[config.mk]
export PLATFORM = sky130hd
export DESIGN_NAME = pkt_gen_top
export DESIGN_NICKNAME = d
export VERILOG_FILES = /design/src/hw/csr_pkg.sv /design/src/hw/pkt_pkg.sv /design/src/hw/csr_regs.sv /design/src/hw/frame_sequencer.sv /design/src/hw/header_gen.sv /design/src/hw/payload_gen.sv /design/src/hw/pkt_gen_top.sv /design/src/hw/prbs23.sv
export SDC_FILE = /design/constraint.sdc
export NUM_CORES = 1
export LEC_CHECK = 0
export BUFFER_PORTS_ARGS = -buffer_cell sky130_fd_sc_hd__buf_4
export CAP_MARGIN = 40
export CELL_PAD_IN_SITES_DETAIL_PLACEMENT = 1
export CELL_PAD_IN_SITES_GLOBAL_PLACEMENT = 1
export CORE_UTILIZATION = 40
export CTS_CLUSTER_SIZE = 8
export DETAILED_ROUTE_END_ITERATION = 7
export GPL_TIMING_DRIVEN = 0
export PLACE_DENSITY_LB_ADDON = 0.1
export REMOVE_ABC_BUFFERS = 1
export SYNTH_ARGS = -nofsm -noshare
export SYNTH_HDL_FRONTEND = slang
export SYNTH_SLANG_ARGS = --single-unit
[constraint.sdc]
create_clock -name clk -period 16.45 [get_ports clk]
set_input_delay 0 -clock clk [delete_from_list [all_inputs] [get_ports clk]]
set_output_delay 0 -clock clk [all_outputs]
set_load 0.005 [all_outputs]
[src/hw/csr_pkg.sv]
// Register map, seed reset values and configuration bundle of the packet generator
package csr_pkg;

   // Register addresses ------------
   localparam logic [7:0] addr_num_packets    = 8'h0;
   localparam logic [7:0] addr_random_length  = 8'h1;   // Retired, reads zero
   localparam logic [7:0] addr_random_payload = 8'h2;
   localparam logic [7:0] addr_start          = 8'h3;
   localparam logic [7:0] addr_stop           = 8'h4;
   localparam logic [7:0] addr_mac_sa0        = 8'h5;   // SA bits 31:0
   localparam logic [7:0] addr_mac_sa1        = 8'h6;   // SA bits 47:32
   localparam logic [7:0] addr_mac_da0        = 8'h7;   // DA bits 31:0
   localparam logic [7:0] addr_mac_da1        = 8'h8;   // DA bits 47:32
   localparam logic [7:0] addr_tx_pkt_cnt     = 8'h9;
   localparam logic [7:0] addr_seed0          = 8'ha;
   localparam logic [7:0] addr_seed1          = 8'hb;
   localparam logic [7:0] addr_seed2          = 8'hc;   // Only 28 bits used
   localparam logic [7:0] addr_pkt_length     = 8'hd;   // Payload bytes

   // Nonzero seeds keep the PRBS lanes out of the all-zero lock state
   localparam logic [31:0] seed0_rst = 32'h5EED0000;
   localparam logic [31:0] seed1_rst = 32'h5EED0001;
   localparam logic [31:0] seed2_rst = 32'h00025EED;

   typedef struct packed {
      logic [31:0] num_packets;    // 0 means run until stop
      logic [13:0] pkt_length;     // Payload byte count
      logic        random_payload; // 1 selects PRBS data
      logic        stop;
      logic [47:0] mac_sa;
      logic [47:0] mac_da;
      logic [91:0] seed;           // Four 23-bit lanes
   } csr_cfg_t;

endpackage

[src/hw/pkt_pkg.sv]
// Stream beat formats, payload pattern constants and sequencer states
package pkt_pkg;

   localparam int data_w  = 64;  // Stream width
   localparam int empty_w = 3;   // Unused byte count on last beat

   // Incrementing payload ------------
   localparam logic [data_w-1:0] inc_first = 64'h0001020304050607;
   localparam logic [data_w-1:0] inc_step  = 64'h0808080808080808;
   localparam logic [data_w-1:0] inc_last  = 64'hF8F9FAFBFCFDFEFF; // Wraps to inc_first

   // First header beat, DA then upper SA
   typedef struct packed {
      logic [47:0] da;
      logic [15:0] sa_hi;
   } hdr0_t;

   // Second header beat
   typedef struct packed {
      logic [31:0] sa_lo;
      logic [15:0] len;
      logic [15:0] seq;
   } hdr1_t;

   // One data word, read as either header layout
   typedef union packed {
      hdr0_t hdr0;
      hdr1_t hdr1;
   } beat_u;

   typedef struct packed {
      logic               valid;
      logic               sop;
      logic               eop;
      logic [empty_w-1:0] empty;
      beat_u              data;
   } st_beat_t;

   typedef enum logic [2:0] {
      idle,
      hdr0,     // Output holds DA/SA beat
      hdr1,     // Output holds SA/len/seq beat
      data,     // Output holds a payload beat
      gap       // One idle cycle between packets
   } seq_state_t;

endpackage

[src/hw/csr_regs.sv]
// Control register file with start pulse generation and sent-packet counter
`timescale 1ns/10ps

module csr_regs (
   input  logic              clk,
   input  logic              reset,
   input  logic [7:0]        address,
   input  logic              write,
   input  logic              read,
   input  logic [31:0]       writedata,
   output logic [31:0]       readdata,
   input  logic              pkt_done,    // Last beat of a packet accepted
   output csr_pkg::csr_cfg_t cfg,
   output logic              start        // One-cycle run start
);
   import csr_pkg::*;

   logic        start_reg;   // Set by start write, self-clearing
   logic        start_d;     // Edge detect delay
   logic [31:0] tx_pkt_cnt;

   // Write decode ------------------------
   always_ff @(posedge clk or posedge reset) begin
      if (reset) begin
         cfg.num_packets    <= '0;
         cfg.pkt_length     <= '0;
         cfg.random_payload <= 1'b0;
         cfg.stop           <= 1'b0;
         cfg.mac_sa         <= '0;
         cfg.mac_da         <= '0;
         cfg.seed           <= {seed2_rst[27:0], seed1_rst, seed0_rst};
      end else if (write) begin
         case (address)
            addr_num_packets:    cfg.num_packets    <= writedata;
            addr_pkt_length:     cfg.pkt_length     <= writedata[13:0];
            addr_random_payload: cfg.random_payload <= writedata[0];
            addr_stop:           cfg.stop           <= writedata[0];
            addr_mac_sa0:        cfg.mac_sa[31:0]   <= writedata;
            addr_mac_sa1:        cfg.mac_sa[47:32]  <= writedata[15:0];
            addr_mac_da0:        cfg.mac_da[31:0]   <= writedata;
            addr_mac_da1:        cfg.mac_da[47:32]  <= writedata[15:0];
            addr_seed0:          cfg.seed[31:0]     <= writedata;
            addr_seed1:          cfg.seed[63:32]    <= writedata;
            addr_seed2:          cfg.seed[91:64]    <= writedata[27:0];
            default: ;
         endcase
      end
   end

   // Start pulse -------------------------
   always_ff @(posedge clk or posedge reset) begin
      if (reset) begin
         start_reg <= 1'b0;
         start_d   <= 1'b0;
      end else begin
         start_d <= start_reg;
         if (write && address == addr_start) begin
            start_reg <= writedata[0];
         end else begin
            start_reg <= 1'b0;   // Clears itself after one cycle
         end
      end
   end

   // Back-to-back start writes still give a single pulse
   assign start = start_reg & ~start_d;

   // Packets sent in the current run
   always_ff @(posedge clk or posedge reset) begin
      if (reset) begin
         tx_pkt_cnt <= '0;
      end else if (start) begin
         tx_pkt_cnt <= '0;
      end else if (pkt_done) begin
         tx_pkt_cnt <= tx_pkt_cnt + 32'd1;
      end
   end

   // Read mux, registered ----------------
   always_ff @(posedge clk or posedge reset) begin
      if (reset) begin
         readdata <= '0;
      end else if (read) begin
         case (address)
            addr_num_packets:    readdata <= cfg.num_packets;
            addr_random_length:  readdata <= '0;
            addr_random_payload: readdata <= {31'd0, cfg.random_payload};
            addr_start:          readdata <= {31'd0, start};
            addr_stop:           readdata <= {31'd0, cfg.stop};
            addr_mac_sa0:        readdata <= cfg.mac_sa[31:0];
            addr_mac_sa1:        readdata <= {16'd0, cfg.mac_sa[47:32]};
            addr_mac_da0:        readdata <= cfg.mac_da[31:0];
            addr_mac_da1:        readdata <= {16'd0, cfg.mac_da[47:32]};
            addr_tx_pkt_cnt:     readdata <= tx_pkt_cnt;
            addr_seed0:          readdata <= cfg.seed[31:0];
            addr_seed1:          readdata <= cfg.seed[63:32];
            addr_seed2:          readdata <= {4'd0, cfg.seed[91:64]};
            addr_pkt_length:     readdata <= {18'd0, cfg.pkt_length};
            default:             readdata <= '0;   // Unmapped
         endcase
      end
   end

endmodule

[src/hw/frame_sequencer.sv]
// Packet FSM that orders header and payload beats into the registered output stream
`timescale 1ns/10ps

module frame_sequencer (
   input  logic              clk,
   input  logic              reset,
   input  logic              start,
   input  csr_pkg::csr_cfg_t cfg,
   input  pkt_pkg::beat_u    hdr0,
   input  pkt_pkg::beat_u    hdr1,
   input  pkt_pkg::beat_u    payload,
   input  logic              tx_ready,
   output pkt_pkg::st_beat_t tx,
   output logic              load,        // Run start to both producers
   output logic              advance,     // Payload word moved into tx
   output logic              next,        // Packet finished, bump sequence
   output logic              pkt_done
);
   import pkt_pkg::*;

   seq_state_t         state;        // Kind of beat held in tx
   seq_state_t         state_d;
   st_beat_t           tx_d;
   st_beat_t           sop_beat;     // Candidate beats
   st_beat_t           hdr1_beat;
   st_beat_t           pay_beat;
   logic [13:0]        bytes_left;   // Payload bytes not yet loaded
   logic [13:0]        bytes_d;
   logic [31:0]        pkt_cnt;      // Packets finished this run
   logic               accept;
   logic               pay_last;
   logic               run_done;
   logic [empty_w-1:0] last_empty;

   assign accept   = tx.valid & tx_ready;
   assign pkt_done = accept & tx.eop;
   assign next     = pkt_done;
   assign run_done = (cfg.num_packets != '0) && (pkt_cnt >= cfg.num_packets);

   // Last payload beat carries 1..8 bytes
   assign pay_last   = bytes_left <= 14'd8;
   assign last_empty = empty_w'(0) - bytes_left[empty_w-1:0];   // (8 - n mod 8) mod 8

   // Beat candidates ----------------------
   always_comb begin
      sop_beat       = '0;
      sop_beat.valid = 1'b1;
      sop_beat.sop   = 1'b1;
      sop_beat.data  = hdr0;

      hdr1_beat       = '0;
      hdr1_beat.valid = 1'b1;
      hdr1_beat.eop   = cfg.pkt_length == '0;   // No payload, ends here
      hdr1_beat.data  = hdr1;

      pay_beat       = '0;
      pay_beat.valid = 1'b1;
      pay_beat.eop   = pay_last;
      pay_beat.empty = pay_last ? last_empty : '0;
      pay_beat.data  = payload;
   end

   // Next state and next output beat ------
   always_comb begin
      state_d = state;
      tx_d    = tx;        // Hold under back-pressure
      bytes_d = bytes_left;
      load    = 1'b0;
      advance = 1'b0;
      case (state)
         idle: begin
            if (start) begin
               load    = 1'b1;
               state_d = pkt_pkg::hdr0;
               tx_d    = sop_beat;
            end
         end
         pkt_pkg::hdr0: begin
            if (accept) begin
               state_d = pkt_pkg::hdr1;
               tx_d    = hdr1_beat;
               bytes_d = cfg.pkt_length;
            end
         end
         pkt_pkg::hdr1, data: begin
            if (accept) begin
               if (tx.eop) begin
                  state_d    = gap;
                  tx_d.valid = 1'b0;
                  tx_d.sop   = 1'b0;
                  tx_d.eop   = 1'b0;
                  tx_d.empty = '0;
               end else begin
                  state_d = data;
                  tx_d    = pay_beat;
                  advance = 1'b1;
                  bytes_d = bytes_left - 14'd8;
               end
            end
         end
         gap: begin
            // Stop only takes effect here, so packets end whole
            if (cfg.stop || run_done) begin
               state_d = idle;
            end else begin
               state_d = pkt_pkg::hdr0;
               tx_d    = sop_beat;
            end
         end
         default: begin
            state_d = idle;
            tx_d    = '0;
         end
      endcase
   end

   always_ff @(posedge clk or posedge reset) begin
      if (reset) begin
         state      <= idle;
         tx         <= '0;
         bytes_left <= '0;
         pkt_cnt    <= '0;
      end else begin
         state      <= state_d;
         tx         <= tx_d;
         bytes_left <= bytes_d;
         if (load) begin
            pkt_cnt <= '0;
         end else if (pkt_done) begin
            pkt_cnt <= pkt_cnt + 32'd1;
         end
      end
   end

endmodule

[src/hw/header_gen.sv]
// Header beat builder holding the per-run packet sequence number
`timescale 1ns/10ps

module header_gen (
   input  logic           clk,
   input  logic           reset,
   input  logic           start,       // Run start, clears sequence
   input  logic           next,        // Packet completed
   input  logic [47:0]    mac_da,
   input  logic [47:0]    mac_sa,
   input  logic [13:0]    pkt_length,
   output pkt_pkg::beat_u hdr0,
   output pkt_pkg::beat_u hdr1
);

   logic [15:0] seq_num;

   always_ff @(posedge clk or posedge reset) begin
      if (reset) begin
         seq_num <= '0;
      end else if (start) begin
         seq_num <= '0;
      end else if (next) begin
         seq_num <= seq_num + 16'd1;   // Wraps at 16 bits
      end
   end

   // Beat 0: DA in the top six bytes, then SA bytes 5 and 4
   always_comb begin
      hdr0.hdr0.da    = mac_da;
      hdr0.hdr0.sa_hi = mac_sa[47:32];
   end

   // Beat 1: rest of SA, payload length, sequence
   always_comb begin
      hdr1.hdr1.sa_lo = mac_sa[31:0];
      hdr1.hdr1.len   = {2'b00, pkt_length};
      hdr1.hdr1.seq   = seq_num;   // Already stepped by the time beat 1 loads
   end

endmodule

[src/hw/payload_gen.sv]
// Payload word source, incrementing byte pattern or four PRBS23 lanes
`timescale 1ns/10ps

module payload_gen (
   input  logic           clk,
   input  logic           reset,
   input  logic           load,            // Run start
   input  logic           advance,         // Current word taken by sequencer
   input  logic           random_payload,
   input  logic [91:0]    seed,
   output pkt_pkg::beat_u beat
);
   import pkt_pkg::*;

   logic [91:0]       lane_state;   // Lanes 3..0, lane 0 lowest
   logic [data_w-1:0] inc_word;

   // PRBS lanes ------------------------------
   for (genvar g = 0; g < 4; g++) begin : g_lane
      prbs23 u_prbs (
         .clk    (clk),
         .reset  (reset),
         .load   (load),
         .enable (advance),
         .seed   (seed[g*23 +: 23]),
         .state  (lane_state[g*23 +: 23])
      );
   end

   // Incrementing pattern, runs on across packets of one run
   always_ff @(posedge clk or posedge reset) begin
      if (reset) begin
         inc_word <= inc_first;
      end else if (load) begin
         inc_word <= inc_first;
      end else if (advance) begin
         if (inc_word == inc_last) begin
            inc_word <= inc_first;          // Byte 0xFF reached
         end else begin
            inc_word <= inc_word + inc_step; // No byte carries before the wrap
         end
      end
   end

   // Byte 0 of the payload sits in bits 63:56
   assign beat = random_payload ? beat_u'(lane_state[data_w-1:0]) : beat_u'(inc_word);

endmodule

[src/hw/pkt_gen_top.sv]
// Packet generator top, register block plus streaming beat path
`timescale 1ns/10ps

module pkt_gen_top (
   input  logic                        clk,
   input  logic                        reset,
   // Register bus
   input  logic [7:0]                  address,
   input  logic                        write,
   input  logic                        read,
   input  logic [31:0]                 writedata,
   output logic [31:0]                 readdata,
   // Output stream
   input  logic                        tx_ready,
   output logic [pkt_pkg::data_w-1:0]  tx_data,
   output logic                        tx_valid,
   output logic                        tx_sop,
   output logic                        tx_eop,
   output logic [pkt_pkg::empty_w-1:0] tx_empty
);
   import csr_pkg::*;
   import pkt_pkg::*;

   csr_cfg_t cfg;
   st_beat_t tx;
   beat_u    hdr0_w;
   beat_u    hdr1_w;
   beat_u    pay_w;
   logic     start;
   logic     load;
   logic     advance;
   logic     next;
   logic     pkt_done;

   csr_regs u_csr (
      .clk       (clk),
      .reset     (reset),
      .address   (address),
      .write     (write),
      .read      (read),
      .writedata (writedata),
      .readdata  (readdata),
      .pkt_done  (pkt_done),
      .cfg       (cfg),
      .start     (start)
   );

   header_gen u_hdr (
      .clk        (clk),
      .reset      (reset),
      .start      (load),
      .next       (next),
      .mac_da     (cfg.mac_da),
      .mac_sa     (cfg.mac_sa),
      .pkt_length (cfg.pkt_length),
      .hdr0       (hdr0_w),
      .hdr1       (hdr1_w)
   );

   payload_gen u_pay (
      .clk            (clk),
      .reset          (reset),
      .load           (load),
      .advance        (advance),
      .random_payload (cfg.random_payload),
      .seed           (cfg.seed),
      .beat           (pay_w)
   );

   frame_sequencer u_seq (
      .clk      (clk),
      .reset    (reset),
      .start    (start),
      .cfg      (cfg),
      .hdr0     (hdr0_w),
      .hdr1     (hdr1_w),
      .payload  (pay_w),
      .tx_ready (tx_ready),
      .tx       (tx),
      .load     (load),
      .advance  (advance),
      .next     (next),
      .pkt_done (pkt_done)
   );

   // Flatten stream beat
   assign tx_data  = tx.data;
   assign tx_valid = tx.valid;
   assign tx_sop   = tx.sop;
   assign tx_eop   = tx.eop;
   assign tx_empty = tx.empty;

endmodule

[src/hw/prbs23.sv]
// PRBS23 lane, x^23+x^18+1, stepping 23 bits per enable
`timescale 1ns/10ps

module prbs23 (
   input  logic        clk,
   input  logic        reset,
   input  logic        load,
   input  logic        enable,
   input  logic [22:0] seed,
   output logic [22:0] state
);

   logic [22:0] stepped;   // State after 23 shifts

   // Shift right, feedback into bit 22
   always_comb begin
      stepped = state;
      for (int i = 0; i < 23; i++) begin
         stepped = {stepped[18] ^ stepped[0], stepped[22:1]};
      end
   end

   always_ff @(posedge clk or posedge reset) begin
      if (reset) begin
         state <= '0;
      end else if (load) begin
         state <= seed;   // Load wins over enable
      end else if (enable) begin
         state <= stepped;
      end
   end

endmodule

# Yosys cells after proc, flatten, opt, wreduce, memory -nomap -nowiden
# Index checks and enable logic that the tools add are counted.
# word_totals
register_bits	570
inputBits	45
out_inout_bits	102
# op_classes
add_sub_neg	6
magnitude_cmp	2
eq_ne	22
n_mux	41
n_bitwise	73
reduce_logical	27
# op_table
cell	count
$pmux W32 S13	1
$mux W64	5
$mux W70	4
$pmux W70 S4	1
$mux W23	6
$mux W32	4
$xor A1 B1 Y1	69
$add A32 B1 Y32 const B	2
$add A64 B60 Y64 const B	1
$eq A64 B64 Y1 const B	1
$eq A8 B4 Y1 const B	6
$mux W14	3
$eq A8 B3 Y1 const B	4
$ge A32 B32 Y1	1
$mux W16	2
$reduce_bool A32 Y1	1
$pmux W14 S2	1
$reduce_and A2 Y1	11
$add A16 B1 Y16 const B	1
$eq A8 B2 Y1 const B	2
$mux W3	5
$le A14 B4 Y1 const B	1
$logic_not A14 Y1	1
$sub A14 B4 Y14 const B	1
20 further kinds	37

# Depth between registers and ports, before layout
# depth
ltp_word	7
depth_mapped	10
ltp_nobuf	9

# Modules after synthesis
# Synthesis repeated with hierarchy kept, for this count alone.
# unflattened
cells_unflattened	3561
area_unflattened_um2	34312.9
# modules_own_cells
mod	instances	cells_per_inst	area_each_um2	seq_area_each_um2
csr_regs	1	1071	13795.7	7601.0
frame_sequencer	1	1255	9653.0	2977.9
payload_gen	1	605	5052.3	1564.0
prbs23	3	145	1386.3	575.6
header_gen	1	195	1652.8	400.4

# Worst setup path after synthesis
# Ideal clock, no wire load.
# synth_path
path_type	flip-flop to flip-flop
start	reg, netlist name u_csr.cfg[235]
end	reg, netlist name u_seq.tx[0]
setup_time_ns	0.125
t_arrival_ns	2.505
required_ns	16.325
slack_ns	13.820
path_stages_with_launch	11
n_path_buf	1
period_less_slack_ns	2.630
path_cell_list	dfrtp_1 > inv_1 > ha_1 > nand4_1 > nor4_1 > a21oi_1 > a221oi_1 > a211oi_2 > nand2_2 > buf_2 > mux2_2
# synth_via
elab_chain_len	5
elab_cells_between_ends	6
cone_classes	order compare (1); eq/ne (1); reduce/logical (4)
# synth_lines
item	line_no	rtl
$ge A32 B32 Y1 or $reduce_bool A32 Y1 (tied branches)	frame_sequencer.sv:38	assign run_done = (cfg.num_packets != '0) && (pkt_cnt >= cfg.num_packets);
$logic_and A1 B1 Y1 (*)	frame_sequencer.sv:38	
$logic_or A1 B1 Y1 (*)	frame_sequencer.sv:103	if (cfg.stop || run_done) begin
$ne A2 B2 Y1 (no line) (*)	-	
$reduce_and A5 Y1 (no line) (*)	-	
# Mark *: on every way between the ends. The rest lies on a longest branch, timed or not.
# A chain may end at the register's enable or synchronous reset.

# Final worst setup path
# layout_path
start	reg u_seq.state[0]
end	reg u_pay.inc_word[61]
# layout_via
elab_chain_len	4
elab_cells_between_ends	8
cone_classes	eq/ne (2); mux (3); reduce/logical (3)
# layout_lines
item	line_no	rtl
start, declared	frame_sequencer.sv:21	seq_state_t state;
start signal, assigned	frame_sequencer.sv:119	state <= idle;
start signal, assigned	frame_sequencer.sv:124	state <= state_d;
$eq A3 B2 Y1	frame_sequencer.sv:70	case (state)
$reduce_or A2 Y1	frame_sequencer.sv:70	
$mux W1	frame_sequencer.sv:70	
$reduce_bool A2 Y1 (no line)	-	
end signal, assigned	payload_gen.sv:33	inc_word <= inc_first;
end signal, assigned	payload_gen.sv:35	inc_word <= inc_first;
end signal, assigned	payload_gen.sv:38	inc_word <= inc_first;
end, declared	payload_gen.sv:16	logic [data_w-1:0] inc_word;
# Several ways; a longest one is shown, not always the timed one.

==> impl_metrics.env <==
export IMPL_cts_tree="done"
export IMPL_cts_max_level=3
export IMPL_worst_pin_slew_ns=0.9326
export IMPL_fin_skew_ns=0.02489
export IMPL_synth_top_area_frac=0.4549
export IMPL_fmaxAchievable_mhz=215.4
export IMPL_io_buffers=146
export IMPL_fp_dieArea_um2=73000
export IMPL_gr_total_overflow=0
export IMPL_row_count=97
export IMPL_synthFlopType="dfrtp_1"
export IMPL_p_sw_mw=1.748
export IMPL_finalSetupTns_ns=0
export IMPL_seq_area_frac_synth=0.4960
export IMPL_antenna_found_initial=5
export IMPL_multi_input_area_um2=13660
export IMPL_sw_frac_of_total=0.3599
export IMPL_wl_mm=113.1
export IMPL_pwr_density_cell_nw_per_um2=141.2
export IMPL_seq_power_share=0.403
export IMPL_hold_viol=0
export IMPL_die_height_um=270.2
export IMPL_cts_buffers=81
export IMPL_path_clk_slew_ns=0.06
export IMPL_grt_usage=0.3098
export IMPL_reg2reg_depth=9
export IMPL_worstSetupEndpoint="u_pay.inc_word[61]"
export IMPL_synth_cell_types=68
export IMPL_hold_path_class="input port to register"
export IMPL_rsz0062_at_grt="false"
export IMPL_grt_pass1_vias=24598
export IMPL_grt_pass1_wl_mm=168.3
export IMPL_r2r_start="u_seq.state[0]"
export IMPL_path_class="register to register"
export IMPL_first_pass_iters=7
export IMPL_start_util=0.4073
export IMPL_synth_area_leaders="dfrtp_1, mux2_2, dfstp_2"
export IMPL_mostFrequentLayoutCell="dfrtp_1"
export IMPL_syn_avg_cell_area_um2=10.60
export IMPL_async_flop_share=1.000
export IMPL_ant_nets=0
export IMPL_setup_worst_path_start="u_seq.state[0]"
export IMPL_synth_area_leader_cell="dfrtp_1"
export IMPL_pin_count=147
export IMPL_reg_top3="u_csr.cfg: 236 flops, u_seq.tx: 70 flops, u_pay.g_lane.u_prbs.state: 69 flops"
export IMPL_whs_path_depth=4
export IMPL_cp_start_kind="register"
export IMPL_routabilityCongestion=0.8682
export IMPL_ir_worst_vdd_uv=107.8
export IMPL_grt_max_degree=116
export IMPL_area_growth_pct=19.60
export IMPL_most_common_layout_cells="dfrtp_1, mux2_2, nand2_1, nor2_1, buf_4"
export IMPL_ys_warn_count=0
export IMPL_largest_reg_flops=236
export IMPL_via_count=23799
export IMPL_arrival_ns=5.20
export IMPL_clock_latency_ns=0.63
export IMPL_dp_cells=3693
export IMPL_root_buffer="clkbuf_16"
export IMPL_cp_max_fo=38
export IMPL_synth_edff_count=0
export IMPL_maxSlewHeadroom=0.3783
export IMPL_drc=0
export IMPL_clock_sinks=568
export IMPL_fin_crit_sh=0.2823
export IMPL_core_area_um2=70640
export IMPL_slew_violations=0
export IMPL_detail_route_iter0_violations=2181
export IMPL_synth_seq_cells=568
export IMPL_finalSetupViolCount=0
export IMPL_leakage_nw=15.01
export IMPL_reg2reg_slack_ns=11.81
export IMPL_drv_cap=0
export IMPL_period_minus_slack_ns=4.643
export IMPL_cts_resized=0
export IMPL_top_register="u_csr.cfg"
export IMPL_wl_per_cell_um=29.16
export IMPL_netlist_area_um2=28770
export IMPL_comb_power_share=0.272
export IMPL_status="finished clean"
export IMPL_fin_nets=2964
export IMPL_clockPowerShare=0.326
export IMPL_internal_power_mw=3.109
export IMPL_cp_required_ns=17.01
export IMPL_clockBufferDepth=3
export IMPL_fill_cells=7624
export IMPL_endpoint_kind="register"
export IMPL_hpwlAfterDp_mm=81.43
export IMPL_fp_dieW_um=270.2
export IMPL_syn_inst=2715
export IMPL_regArea_um2=14280
export IMPL_r2r_end="u_pay.inc_word[61]"
export IMPL_viasPerCell=6.139
export IMPL_drive_above_1_share=0.2348
export IMPL_stdcell_count=3877
power groups by stage:
| stage | clock network, mW | logic [mW] | registers, mW |
|---|---|---|---|
| after detailed placement | 0 | 1.30 | 1.96 |
| after global placement | 0 | 1.16 | 1.99 |
| final | 1.58 | 1.32 | 1.96 |
| after global routing | 1.66 | 1.43 | 1.98 |
| after floorplan | 0 | 0.787 | 1.85 |
| after CTS | 1.60 | 1.32 | 1.95 |
metal layers:
layer,vias to the layer above,track usage,routed length [um]
met4,2,0.1289,4537
met3,197,0.04001,6789
li1,10220,-,-
met5,-,0,13
met2,846,0.4842,52050
met1,12534,0.4333,49680
cells in the mapped netlist, types with 9 or more instances:
cell type / instances
a211oi_1: 10
a21oi_1: 100
a221o_1: 36
a221oi_1: 27
a22o_1: 16
a22oi_1: 125
a31oi_1: 10
a41o_1: 10
and3_1: 29
and4_1: 10
buf_1: 36
buf_2: 18
clkbuf_1: 103
dfrtp_1: 523
dfstp_2: 45
ha_1: 38
inv_1: 95
mux2_2: 310
mux2i_1: 61
nand2_1: 225
nand3_1: 50
nand4_1: 38
nor2_1: 214
nor2b_1: 12
nor3_1: 34
nor3b_1: 9
nor4_1: 23
o21ai_0: 128
o22ai_1: 90
or3_1: 26
xnor2_1: 77
xor2_1: 96
timing repair:
action / CTS / global route
setup endpoints to repair: 0 / 0
endpoints found under the hold margin: 486 / 0
buffers inserted: 0 / 0
hold buffers: 44 / 0
cells by family after synthesis:
group                      count (synthesis)  synth area share
and+or+nand+nor                          710            0.1165
AOI/OAI and AO/OA                        599            0.1397
DFF                                      568            0.4960
muxes                                    373            0.1441
buffers and inverters                    254           0.03444
xor gates and xnor gates                 173           0.05267
adders and majority gates                 38           0.01653
area by class of cell:
| type | instances | share of cell area |
|---|---|---|
| Multi-Input combinational cell | 1893 | 0.3969 |
| Tap cell | 940 | 0.03418 |
| Inverter | 95 | 0.01065 |
| Clock inverter | 4 | 0.0009091 |
| Antenna cell | 3 | 0.0002182 |
| Sequential cell | 568 | 0.4150 |
| Timing Repair Buffer | 242 | 0.07615 |
| Clock buffer | 132 | 0.06600 |
worst max-delay path, stage by stage (launching register included):
cell and delay (ns):
dfrtp_1 0.95, nor2_1 0.44, nor2_1 0.44, and2_1 0.48, nand2_2 0.46, buf_12 0.37, nor2_1 0.40, buf_4 0.29
or4b_2 0.61, nand3_1 0.11
worst min path at each step:
stage,from,endpoint,slack [ns]
final,address[1],u_csr.readdata[0],0.11
after global routing,address[1],u_csr.readdata[0],0.12
after CTS,address[1],u_csr.readdata[0],0.07
after detailed placement,reset,u_pay.inc_word[17],0.06
after global placement,writedata[25],u_csr.cfg[165],0.29
after floorplan,read,u_csr.readdata[0],0.1
stage by stage:
stage	hold slack, ns	power (mW)	cell area (um2)	util	setup WS, ns
detailed placement	0.06298	3.268	31650	0.4480	11.92
finish	0.1107	4.857	34410	0.4871	11.81
global route	0.1232	5.070	34400	0.4870	11.65
global placement	0.2853	3.148	30410	0.4305	-6.232
floorplan	0.09898	2.638	28140	-	0.6369
CTS	0.06974	4.866	34390	0.4868	11.89
Power figures use the tool's default switching activity.
